**config.mk**
```make
export PLATFORM = sky130hd
export DESIGN_NAME = etx_top
export DESIGN_NICKNAME = d
export VERILOG_FILES = /design/src/logic/etx_pkg.sv /design/src/logic/etx_fifo.sv /design/src/logic/etx_arbiter.sv /design/src/logic/etx_serializer.sv /design/src/logic/etx_top.sv
export VERILOG_INCLUDE_DIRS = /design/src /design/src/logic
export SDC_FILE = /design/constraint.sdc
export NUM_CORES = 1
export LEC_CHECK = 0
export BUFFER_PORTS_ARGS = -buffer_cell sky130_fd_sc_hd__buf_4
export CAP_MARGIN = 20
export CORE_ASPECT_RATIO = 0.7
export CORE_UTILIZATION = 55
export DETAILED_ROUTE_END_ITERATION = 12
export GPL_TIMING_DRIVEN = 0
export PLACE_DENSITY = 0.73
export SETUP_SLACK_MARGIN = 0.3
export SLEW_MARGIN = 10
export SYNTH_ARGS = -nofsm -noshare
export SYNTH_HDL_FRONTEND = slang
export SYNTH_HIERARCHICAL = 1
export SYNTH_SLANG_ARGS = --single-unit
```
**constraint.sdc**
```tcl
create_clock -name tx_lclk_io -period 8.4 [get_ports tx_lclk_io]
set_clock_uncertainty 0.15 [all_clocks]
set_input_delay 1.26 -clock tx_lclk_io [delete_from_list [all_inputs] [get_ports tx_lclk_io]]
set_output_delay 1.26 -clock tx_lclk_io [all_outputs]
set_load 0.02 [all_outputs]
```
**src/logic/etx_settings.svh**
```systemverilog
`ifndef ETX_SETTINGS_SVH
`define ETX_SETTINGS_SVH

// ####################################################################
// Transmit queue sizing
// ####################################################################

// Entries per channel queue
// Also the credit count the fabric starts with
`define ETX_FIFO_DEPTH 4

// Occupancy counter width, one more bit than the pointers
// so that a full queue can be told apart from an empty one
`define ETX_CNT_W ($clog2(`ETX_FIFO_DEPTH) + 1)

`endif

```
**src/logic/etx_pkg.sv**
```systemverilog
package etx_pkg;

   // ####################################################################
   // Packet field types
   // ####################################################################

   // Destination and source address
   typedef logic [31:0] addr_t;

   // Write data payload
   typedef logic [31:0] data_t;

   // Control mode nibble
   typedef logic [3:0] ctrlmode_t;

   // Transfer size, byte to double
   typedef logic [1:0] datamode_t;

   // Fabric packet, 103 bits
   // Field order matches the eMesh packet from msb down
   typedef struct packed {
      logic      write;
      datamode_t datamode;
      ctrlmode_t ctrlmode;
      addr_t     dstaddr;
      data_t     data;
      addr_t     srcaddr;
   } emesh_packet_t;

   // One link word, sent per clock
   typedef logic [15:0] link_word_t;

   // ####################################################################
   // State encodings
   // ####################################################################

   // Transmit frame sequencer, one state per link word
   typedef enum logic [2:0] {
      IDLE   = 3'd0,
      CYCLE1 = 3'd1,
      CYCLE2 = 3'd2,
      CYCLE3 = 3'd3,
      CYCLE4 = 3'd4,
      CYCLE5 = 3'd5,
      CYCLE6 = 3'd6,
      CYCLE7 = 3'd7
   } tx_state_t;

   // Request channel, for grant and priority pointer
   typedef enum logic {
      CH_WR = 1'b0,
      CH_RD = 1'b1
   } chan_t;

endpackage

```
**src/logic/etx_fifo.sv**
```systemverilog
`include "etx_settings.svh"

module etx_fifo (
   input  logic                   tx_lclk_io,
   input  logic                   nreset,
   input  etx_pkg::emesh_packet_t pkt,
   input  logic                   valid,
   input  logic                   pop,
   output etx_pkg::emesh_packet_t head,
   output logic                   not_empty,
   output logic                   credit
);

   import etx_pkg::*;

   // Pointer and counter types
   typedef logic [`ETX_CNT_W-2:0] ptr_t;
   typedef logic [`ETX_CNT_W-1:0] cnt_t;

   // Last slot index, pointers wrap here
   localparam ptr_t PTR_LAST = ptr_t'(`ETX_FIFO_DEPTH - 1);
   // Count seen when every slot is taken
   localparam cnt_t CNT_FULL = cnt_t'(`ETX_FIFO_DEPTH);

   // Packet storage
   emesh_packet_t mem [`ETX_FIFO_DEPTH];

   ptr_t wr_ptr;
   ptr_t rd_ptr;
   cnt_t count;

   // ####################################################################
   // Storage write
   // ####################################################################

   always_ff @(posedge tx_lclk_io)
   begin
      if (valid)
         mem[wr_ptr] <= pkt;
   end

   // ####################################################################
   // Pointers, occupancy and credit return
   // ####################################################################

   always_ff @(posedge tx_lclk_io)
   begin
      if (!nreset)
      begin
         wr_ptr <= '0;
         rd_ptr <= '0;
         count  <= '0;
         credit <= 1'b0;
      end
      else
      begin
         // Circular advance on push
         if (valid)
            wr_ptr <= (wr_ptr == PTR_LAST) ? '0 : wr_ptr + ptr_t'(1);
         // Circular advance on pop
         if (pop)
            rd_ptr <= (rd_ptr == PTR_LAST) ? '0 : rd_ptr + ptr_t'(1);
         // Simultaneous push and pop leave count alone
         if (valid && !pop)
            count <= count + cnt_t'(1);
         else if (pop && !valid)
            count <= count - cnt_t'(1);
         // One credit per released entry, a cycle late
         credit <= pop;
      end
   end

   // Oldest entry straight from storage
   assign head      = mem[rd_ptr];
   assign not_empty = (count != '0);

   // Fabric must stay within its credits
   a_no_push_full: assert property (@(posedge tx_lclk_io) disable iff (!nreset)
      valid |-> (count != CNT_FULL));

   // Arbiter pops only a queue it saw non-empty
   a_no_pop_empty: assert property (@(posedge tx_lclk_io) disable iff (!nreset)
      pop |-> not_empty);

endmodule

```
**src/logic/etx_arbiter.sv**
```systemverilog
module etx_arbiter (
   input  logic                   tx_lclk_io,
   input  logic                   nreset,
   input  logic                   wr_not_empty,
   input  logic                   rd_not_empty,
   input  etx_pkg::emesh_packet_t wr_head,
   input  etx_pkg::emesh_packet_t rd_head,
   input  logic                   wr_wait,
   input  logic                   rd_wait,
   input  logic                   idle,
   output logic                   wr_pop,
   output logic                   rd_pop,
   output logic                   access,
   output etx_pkg::emesh_packet_t packet
);

   import etx_pkg::*;

   // Registered link back-pressure
   logic  wr_wait_q;
   logic  rd_wait_q;
   // Channel may be granted
   logic  wr_elig;
   logic  rd_elig;
   logic  grant_valid;
   chan_t grant;
   // Channel favored on a tie
   chan_t rr_ptr;

   always_ff @(posedge tx_lclk_io)
   begin
      if (!nreset)
      begin
         wr_wait_q <= 1'b0;
         rd_wait_q <= 1'b0;
      end
      else
      begin
         wr_wait_q <= wr_wait;
         rd_wait_q <= rd_wait;
      end
   end

   assign wr_elig = wr_not_empty && !wr_wait_q;
   assign rd_elig = rd_not_empty && !rd_wait_q;

   // ####################################################################
   // Round-robin grant
   // ####################################################################

   always_comb
   begin
      // Skip the cycle right after an access, idle is still stale then
      grant_valid = idle && !access && (wr_elig || rd_elig);
      if (wr_elig && rd_elig)
         grant = rr_ptr;
      else if (rd_elig)
         grant = CH_RD;
      else
         grant = CH_WR;
   end

   always_ff @(posedge tx_lclk_io)
   begin
      if (!nreset)
      begin
         access <= 1'b0;
         wr_pop <= 1'b0;
         rd_pop <= 1'b0;
         rr_ptr <= CH_WR;
      end
      else
      begin
         access <= grant_valid;
         wr_pop <= grant_valid && (grant == CH_WR);
         rd_pop <= grant_valid && (grant == CH_RD);
         // Hand priority to the loser
         if (grant_valid)
            rr_ptr <= (grant == CH_WR) ? CH_RD : CH_WR;
      end
   end

   // Head captured alongside access, popped entry is the same one
   always_ff @(posedge tx_lclk_io)
   begin
      if (grant_valid)
         packet <= (grant == CH_WR) ? wr_head : rd_head;
   end

   // One queue released per grant
   a_one_pop: assert property (@(posedge tx_lclk_io) disable iff (!nreset)
      !(wr_pop && rd_pop));

endmodule

```
**src/logic/etx_serializer.sv**
```systemverilog
module etx_serializer (
   input  logic                   tx_lclk_io,
   input  logic                   nreset,
   input  logic                   access,
   input  etx_pkg::emesh_packet_t packet,
   output logic                   idle,
   output logic                   tx_frame,
   output etx_pkg::link_word_t    tx_data
);

   import etx_pkg::*;

   tx_state_t     tx_state;
   // State delayed one cycle, lines up with staging contents
   tx_state_t     tx_state_reg;
   // Packet held for the whole frame
   emesh_packet_t tx_packet_reg;
   // Staging, header first then data and source address
   logic [63:0]   tx_double;

   // ####################################################################
   // Frame sequencer
   // ####################################################################

   always_ff @(posedge tx_lclk_io)
   begin
      if (!nreset)
         tx_state <= IDLE;
      else
      begin
         case (tx_state)
            IDLE   : tx_state <= access ? CYCLE1 : IDLE;
            CYCLE1 : tx_state <= CYCLE2;
            CYCLE2 : tx_state <= CYCLE3;
            CYCLE3 : tx_state <= CYCLE4;
            CYCLE4 : tx_state <= CYCLE5;
            CYCLE5 : tx_state <= CYCLE6;
            CYCLE6 : tx_state <= CYCLE7;
            // No burst, always back to idle
            CYCLE7 : tx_state <= IDLE;
            default: tx_state <= IDLE;
         endcase
      end
   end

   // Ready for the next packet
   assign idle = (tx_state == IDLE);

   // ####################################################################
   // Packet capture and staging
   // ####################################################################

   always_ff @(posedge tx_lclk_io)
   begin
      if (access)
         tx_packet_reg <= packet;
   end

   // Header loads at CYCLE1, data half loads at CYCLE4
   // Header word 1 sits in bits 47:32, upper 16 unused
   always_ff @(posedge tx_lclk_io)
   begin
      if (tx_state == CYCLE1)
         tx_double <= {16'b0,
                       ~tx_packet_reg.write,
                       7'b0,
                       tx_packet_reg.ctrlmode,
                       tx_packet_reg.dstaddr,
                       tx_packet_reg.datamode,
                       tx_packet_reg.write,
                       1'b1};
      else if (tx_state == CYCLE4)
         tx_double <= {tx_packet_reg.data, tx_packet_reg.srcaddr};
   end

   // ####################################################################
   // Link word output
   // ####################################################################

   always_ff @(posedge tx_lclk_io)
   begin
      if (!nreset)
      begin
         tx_state_reg <= IDLE;
         tx_frame     <= 1'b0;
         tx_data      <= '0;
      end
      else
      begin
         tx_state_reg <= tx_state;
         // Frame high for every non-idle delayed state
         tx_frame     <= (tx_state_reg != IDLE);
         case (tx_state_reg)
            // Header words
            CYCLE1 : tx_data <= tx_double[47:32];
            CYCLE2 : tx_data <= tx_double[31:16];
            CYCLE3 : tx_data <= tx_double[15:0];
            // Data words
            CYCLE4 : tx_data <= tx_double[63:48];
            CYCLE5 : tx_data <= tx_double[47:32];
            // Source address words
            CYCLE6 : tx_data <= tx_double[31:16];
            CYCLE7 : tx_data <= tx_double[15:0];
            // Quiet link between frames
            default: tx_data <= '0;
         endcase
      end
   end

   // Arbiter only starts a frame on an idle sequencer
   a_access_idle: assert property (@(posedge tx_lclk_io) disable iff (!nreset)
      access |-> (tx_state == IDLE));

endmodule

```
**src/logic/etx_top.sv**
```systemverilog
module etx_top (
   input  logic                   tx_lclk_io,
   input  logic                   nreset,
   input  etx_pkg::emesh_packet_t wr_pkt,
   input  logic                   wr_valid,
   input  etx_pkg::emesh_packet_t rd_pkt,
   input  logic                   rd_valid,
   input  logic                   wr_wait,
   input  logic                   rd_wait,
   output logic                   wr_credit,
   output logic                   rd_credit,
   output logic                   tx_frame,
   output etx_pkg::link_word_t    tx_data
);

   import etx_pkg::*;

   // Queue heads toward the arbiter
   emesh_packet_t wr_head;
   emesh_packet_t rd_head;
   logic          wr_not_empty;
   logic          rd_not_empty;
   logic          wr_pop;
   logic          rd_pop;
   // Arbiter to serializer handoff
   emesh_packet_t arb_packet;
   logic          arb_access;
   logic          ser_idle;

   // ####################################################################
   // Channel queues
   // ####################################################################

   // Write requests
   etx_fifo u_wr_fifo (
      .tx_lclk_io (tx_lclk_io),
      .nreset     (nreset),
      .pkt        (wr_pkt),
      .valid      (wr_valid),
      .pop        (wr_pop),
      .head       (wr_head),
      .not_empty  (wr_not_empty),
      .credit     (wr_credit)
   );

   // Read requests
   etx_fifo u_rd_fifo (
      .tx_lclk_io (tx_lclk_io),
      .nreset     (nreset),
      .pkt        (rd_pkt),
      .valid      (rd_valid),
      .pop        (rd_pop),
      .head       (rd_head),
      .not_empty  (rd_not_empty),
      .credit     (rd_credit)
   );

   // ####################################################################
   // Arbitration and link transmit
   // ####################################################################

   etx_arbiter u_arbiter (
      .tx_lclk_io   (tx_lclk_io),
      .nreset       (nreset),
      .wr_not_empty (wr_not_empty),
      .rd_not_empty (rd_not_empty),
      .wr_head      (wr_head),
      .rd_head      (rd_head),
      .wr_wait      (wr_wait),
      .rd_wait      (rd_wait),
      .idle         (ser_idle),
      .wr_pop       (wr_pop),
      .rd_pop       (rd_pop),
      .access       (arb_access),
      .packet       (arb_packet)
   );

   etx_serializer u_serializer (
      .tx_lclk_io (tx_lclk_io),
      .nreset     (nreset),
      .access     (arb_access),
      .packet     (arb_packet),
      .idle       (ser_idle),
      .tx_frame   (tx_frame),
      .tx_data    (tx_data)
   );

endmodule

```
==> metrics list <==
- In this run, post-CTS hold repair placed 0 buffers.
- Die extent in x: 333.6 µm
- Synth top area cells: edfxtp_1 76%, mux4_2 11%, dfxtp_1 3.5%
- In this run the clock root is driven by a clkbuf_16.
* Final GP Congestion: 0.8670
* Largest net degree at the start of global routing: 68
- In the synthesized netlist, the number of instances is 1,819.
* Post-DP HPWL: 56,050 µm
- CTS built an H-tree with a depth of 3.
- Among all stages on the critical path, the largest delay is contributed by a21oi_4.
* Met2 WL post-DR: between 40,000 and 50,000 µm
- In this run the cell area measured after placement is 45,920 µm².
* Count of pins over their slew limit: 0
- Uppermost layer routed: met5
* Sequential Area: 33,600 µm²
* Largest registers ranked by flip-flop count: u_rd_fifo/mem (412), u_wr_fifo/mem (412)
- Area of all placed cells without fillers: 49,240 µm²
* Syn nets: 2,045
- Cell taking the most area after synthesis: edfxtp_1
- In this run the cell area of the synthesized design comes to 42,340 µm².
- Worst hold path class: flip-flop to flip-flop
- Number of enable-type register cells in the synthesized netlist: 1,070
- Cell type with the highest occurrence count on the critical path: buf_16
- DRC violation count after routing: 0
- The die covers about 80,000 µm².
- Setup violations remaining at the end of the flow were counted as 0.
- The initial antenna violation count came to 11.
* Vias per inst: 5.865
* Share of final-layout standard cells stronger than drive strength 1: 35.96%
- Critical-path maximum fanout: 24
* Vertical extent of the die: 234.1 µm
- Vias in the first global route: about 19,000
* Worst VDD drop: between 0.2 and 0.25 mV
* Combined area of the multi-input logic cells: 7945 µm²
- For the pin with the worst max-slew slack, the measured transition is ~740 ps.
* Worst path top cell family by delay: buffers and inverters
* Top-count cell post-synth: edfxtp_1
- Compared with the post-synthesis result, the final layout area differs by 16.32%.
- Counting I/O delays and the setup requirement, the final critical path takes 2621 ps.
- Min Hold Slack: 250.2 ps
- The count of nets left with antenna violations once routing finished came out at 0.
* Worst Setup End Kind: flip-flop
- Total of buffers placed on input and output ports: 230
- TritonCTS built the clock tree.
- Worst EP required: about 8600 ps
- Count of pins on the block boundary: between 200 and 250
* Post-synthesis register bit count: around 1,100
- Post-layout total power: 15.26 mW
- Post-Route Utilization: 65.07%
- First-iteration detailed-routing DRC count: 1,941
- The layout has 4,851 filler cells.
- Result of the run: complete, no violations
- The number of hold violations in the final report was 0.
- Slew Limit Headroom: 50.61%
- The largest single stage delay on the critical path is around 610 ps.
- Averaged over all synthesized cells, the footprint is 23.27 µm².
- Routed wl met3: slightly above 6000 µm
- Max-cap violations in this run came to 0.
- In this run the power density over the cells is 309.9 nW/µm².
- Quantity of gates resized following cts: 0
- The first global-routing pass estimated 124,600 µm of wire.
- At the later pin of the worst-skew pair, clock insertion delay measures 670 ps.
- Worst path cell trace: buf_6 -> nor3_1 -> nand2b_1 -> a21oi_4 -> buf_12 -> buf_16 -> buf_16
- For the worst setup path, the data arrival time is 2820 ps.
- Total setup buffers inserted after CTS: 0
* Area share of the leading cell type in the synthesized netlist: 75.90%
- The commonest cells after synthesis are 1,070 x edfxtp_1, 206 x mux4_2, 73 x dfxtp_1.
- The total overflow left after global routing is 0.
- The worst setup path is of the flip-flop to flip-flop kind.
* Core Footprint: around 76,000 µm²
- Of all flip-flops after synthesis, the portion carrying an async set or reset was 0%.
* Detailed-routing iteration count for the pre-antenna-repair pass: 5
- Average wire length per cell after detail routing: 26.15 µm
- Of the available clock period, the critical path in the final layout requires 31.20%.
- Number of distinct library cells after synthesis: 43
- Wire length after detailed routing: 84,870 µm
* Maximum clock frequency: 0.3816 GHz
- In this run the deepest clock path goes through 3 buffers.
- For this run, the leading register cell type out of synthesis is edfxtp_1.
- Synthesis Warnings: 6
- The initial utilization of the core area, before any placement, comes to between 50% and 60%.
- The worst setup path is launched from a flip-flop.
- In the global route stage, overall resource usage came out at ~22%.
* Metal1 wirelength: 36,020 µm
* Clock sinks: around 1,100
- The floorplan has 84 rows.
* Via count: 19,031
- Setup repair after global routing left no endpoint under its margin.
- Leakage: 16.39 nW
- Buffer and inverter count on the worst path: 4
- The net count of the finished layout is about 2,400.
* Part of the Yosys area used for sequential elements: approximately 79%
* CTS Buf Count: 103
- Clock slew at the register clock pins of the worst setup and hold paths: 60 ps
==> stage by stage <==
stage               TNS [ps]  setup WS, ps  instances
floorplan                  0         691.3       1819
global placement     -207180         -2024       3038
detailed placement         0          5404       3060
CTS                        0          5758       3244
global route               0          5620       3245
finish                     0          5779       3245
==> area by class of cell <==
| class | count | area share (%) |
|---|---|---|
| flip-flops and latches | 1143 | 68.22 |
| multi-input cells | 583 | 16.13 |
| clock buffers | 133 | 5.717 |
| repair buffers | 252 | 4.690 |
| well taps | 989 | 2.513 |
| plain buffers | 84 | 1.621 |
| clock inverters | 51 | 1.027 |
| inverters | 9 | 0.06860 |
| diodes | 1 | 0.005082 |
==> layout by cell type (no fill, tap or decap), drive strengths merged, types with 8 or more instances in the layout <==
master and n:
ha 12, a22oi 16, mux2 119, mux2i 8
edfxtp 1070, a21oi 41, mux4 206, buf 334
nand2 68, a22o 39, dfxtp 73, clkinv 33
inv 13, bufinv 10, nor2b 12, clkbuf 135
and2 20
==> metal layers <==
metal	GRT usage (%)	vias up
met5	0	-
met4	5.573	18
met3	4.333	135
met2	35.02	677
met1	32.35	9966
li1	-	8235
==> cells by family after synthesis <==
family	synth area share (%)
XOR/XNOR	0.1242
flip-flops	79.35
buffers and inverters	1.965
AO/OA/AOI/OAI	1.818
adder cells (fa/ha/maj)	0.4492
multiplexers	14.84
AND/OR/NAND/NOR	1.460
==> power breakdown <==
part	total [mW]	switching, mW	internal [mW]	leakage [nW]
Combinational	3.02	1.55	1.47	4.29
Clock	4.61	1.95	2.66	1.61
Sequential	7.63	0.306	7.32	10.5
==> worst paths after layout <==
path	startpoint	end	slack (ps)	depth (start not counted)
max	u_serializer/tx_state[1]	u_arbiter/packet[71]	5780	7
min	u_arbiter/packet[83]	u_serializer/tx_packet_reg[83]	250	0
max reg2reg	u_serializer/tx_state[1]	u_arbiter/packet[71]	5780	7
min reg2reg	u_arbiter/packet[83]	u_serializer/tx_packet_reg[83]	250	0
==> worst register-to-register path: stages (launching register included) <==
cell and delay, ps:
dfxtp_1 310, buf_6 130, nor3_1 290, nand2b_1 180, a21oi_4 610, buf_12 280, buf_16 190, buf_16 180
Note: power is estimated with default switching activity, not from simulation.
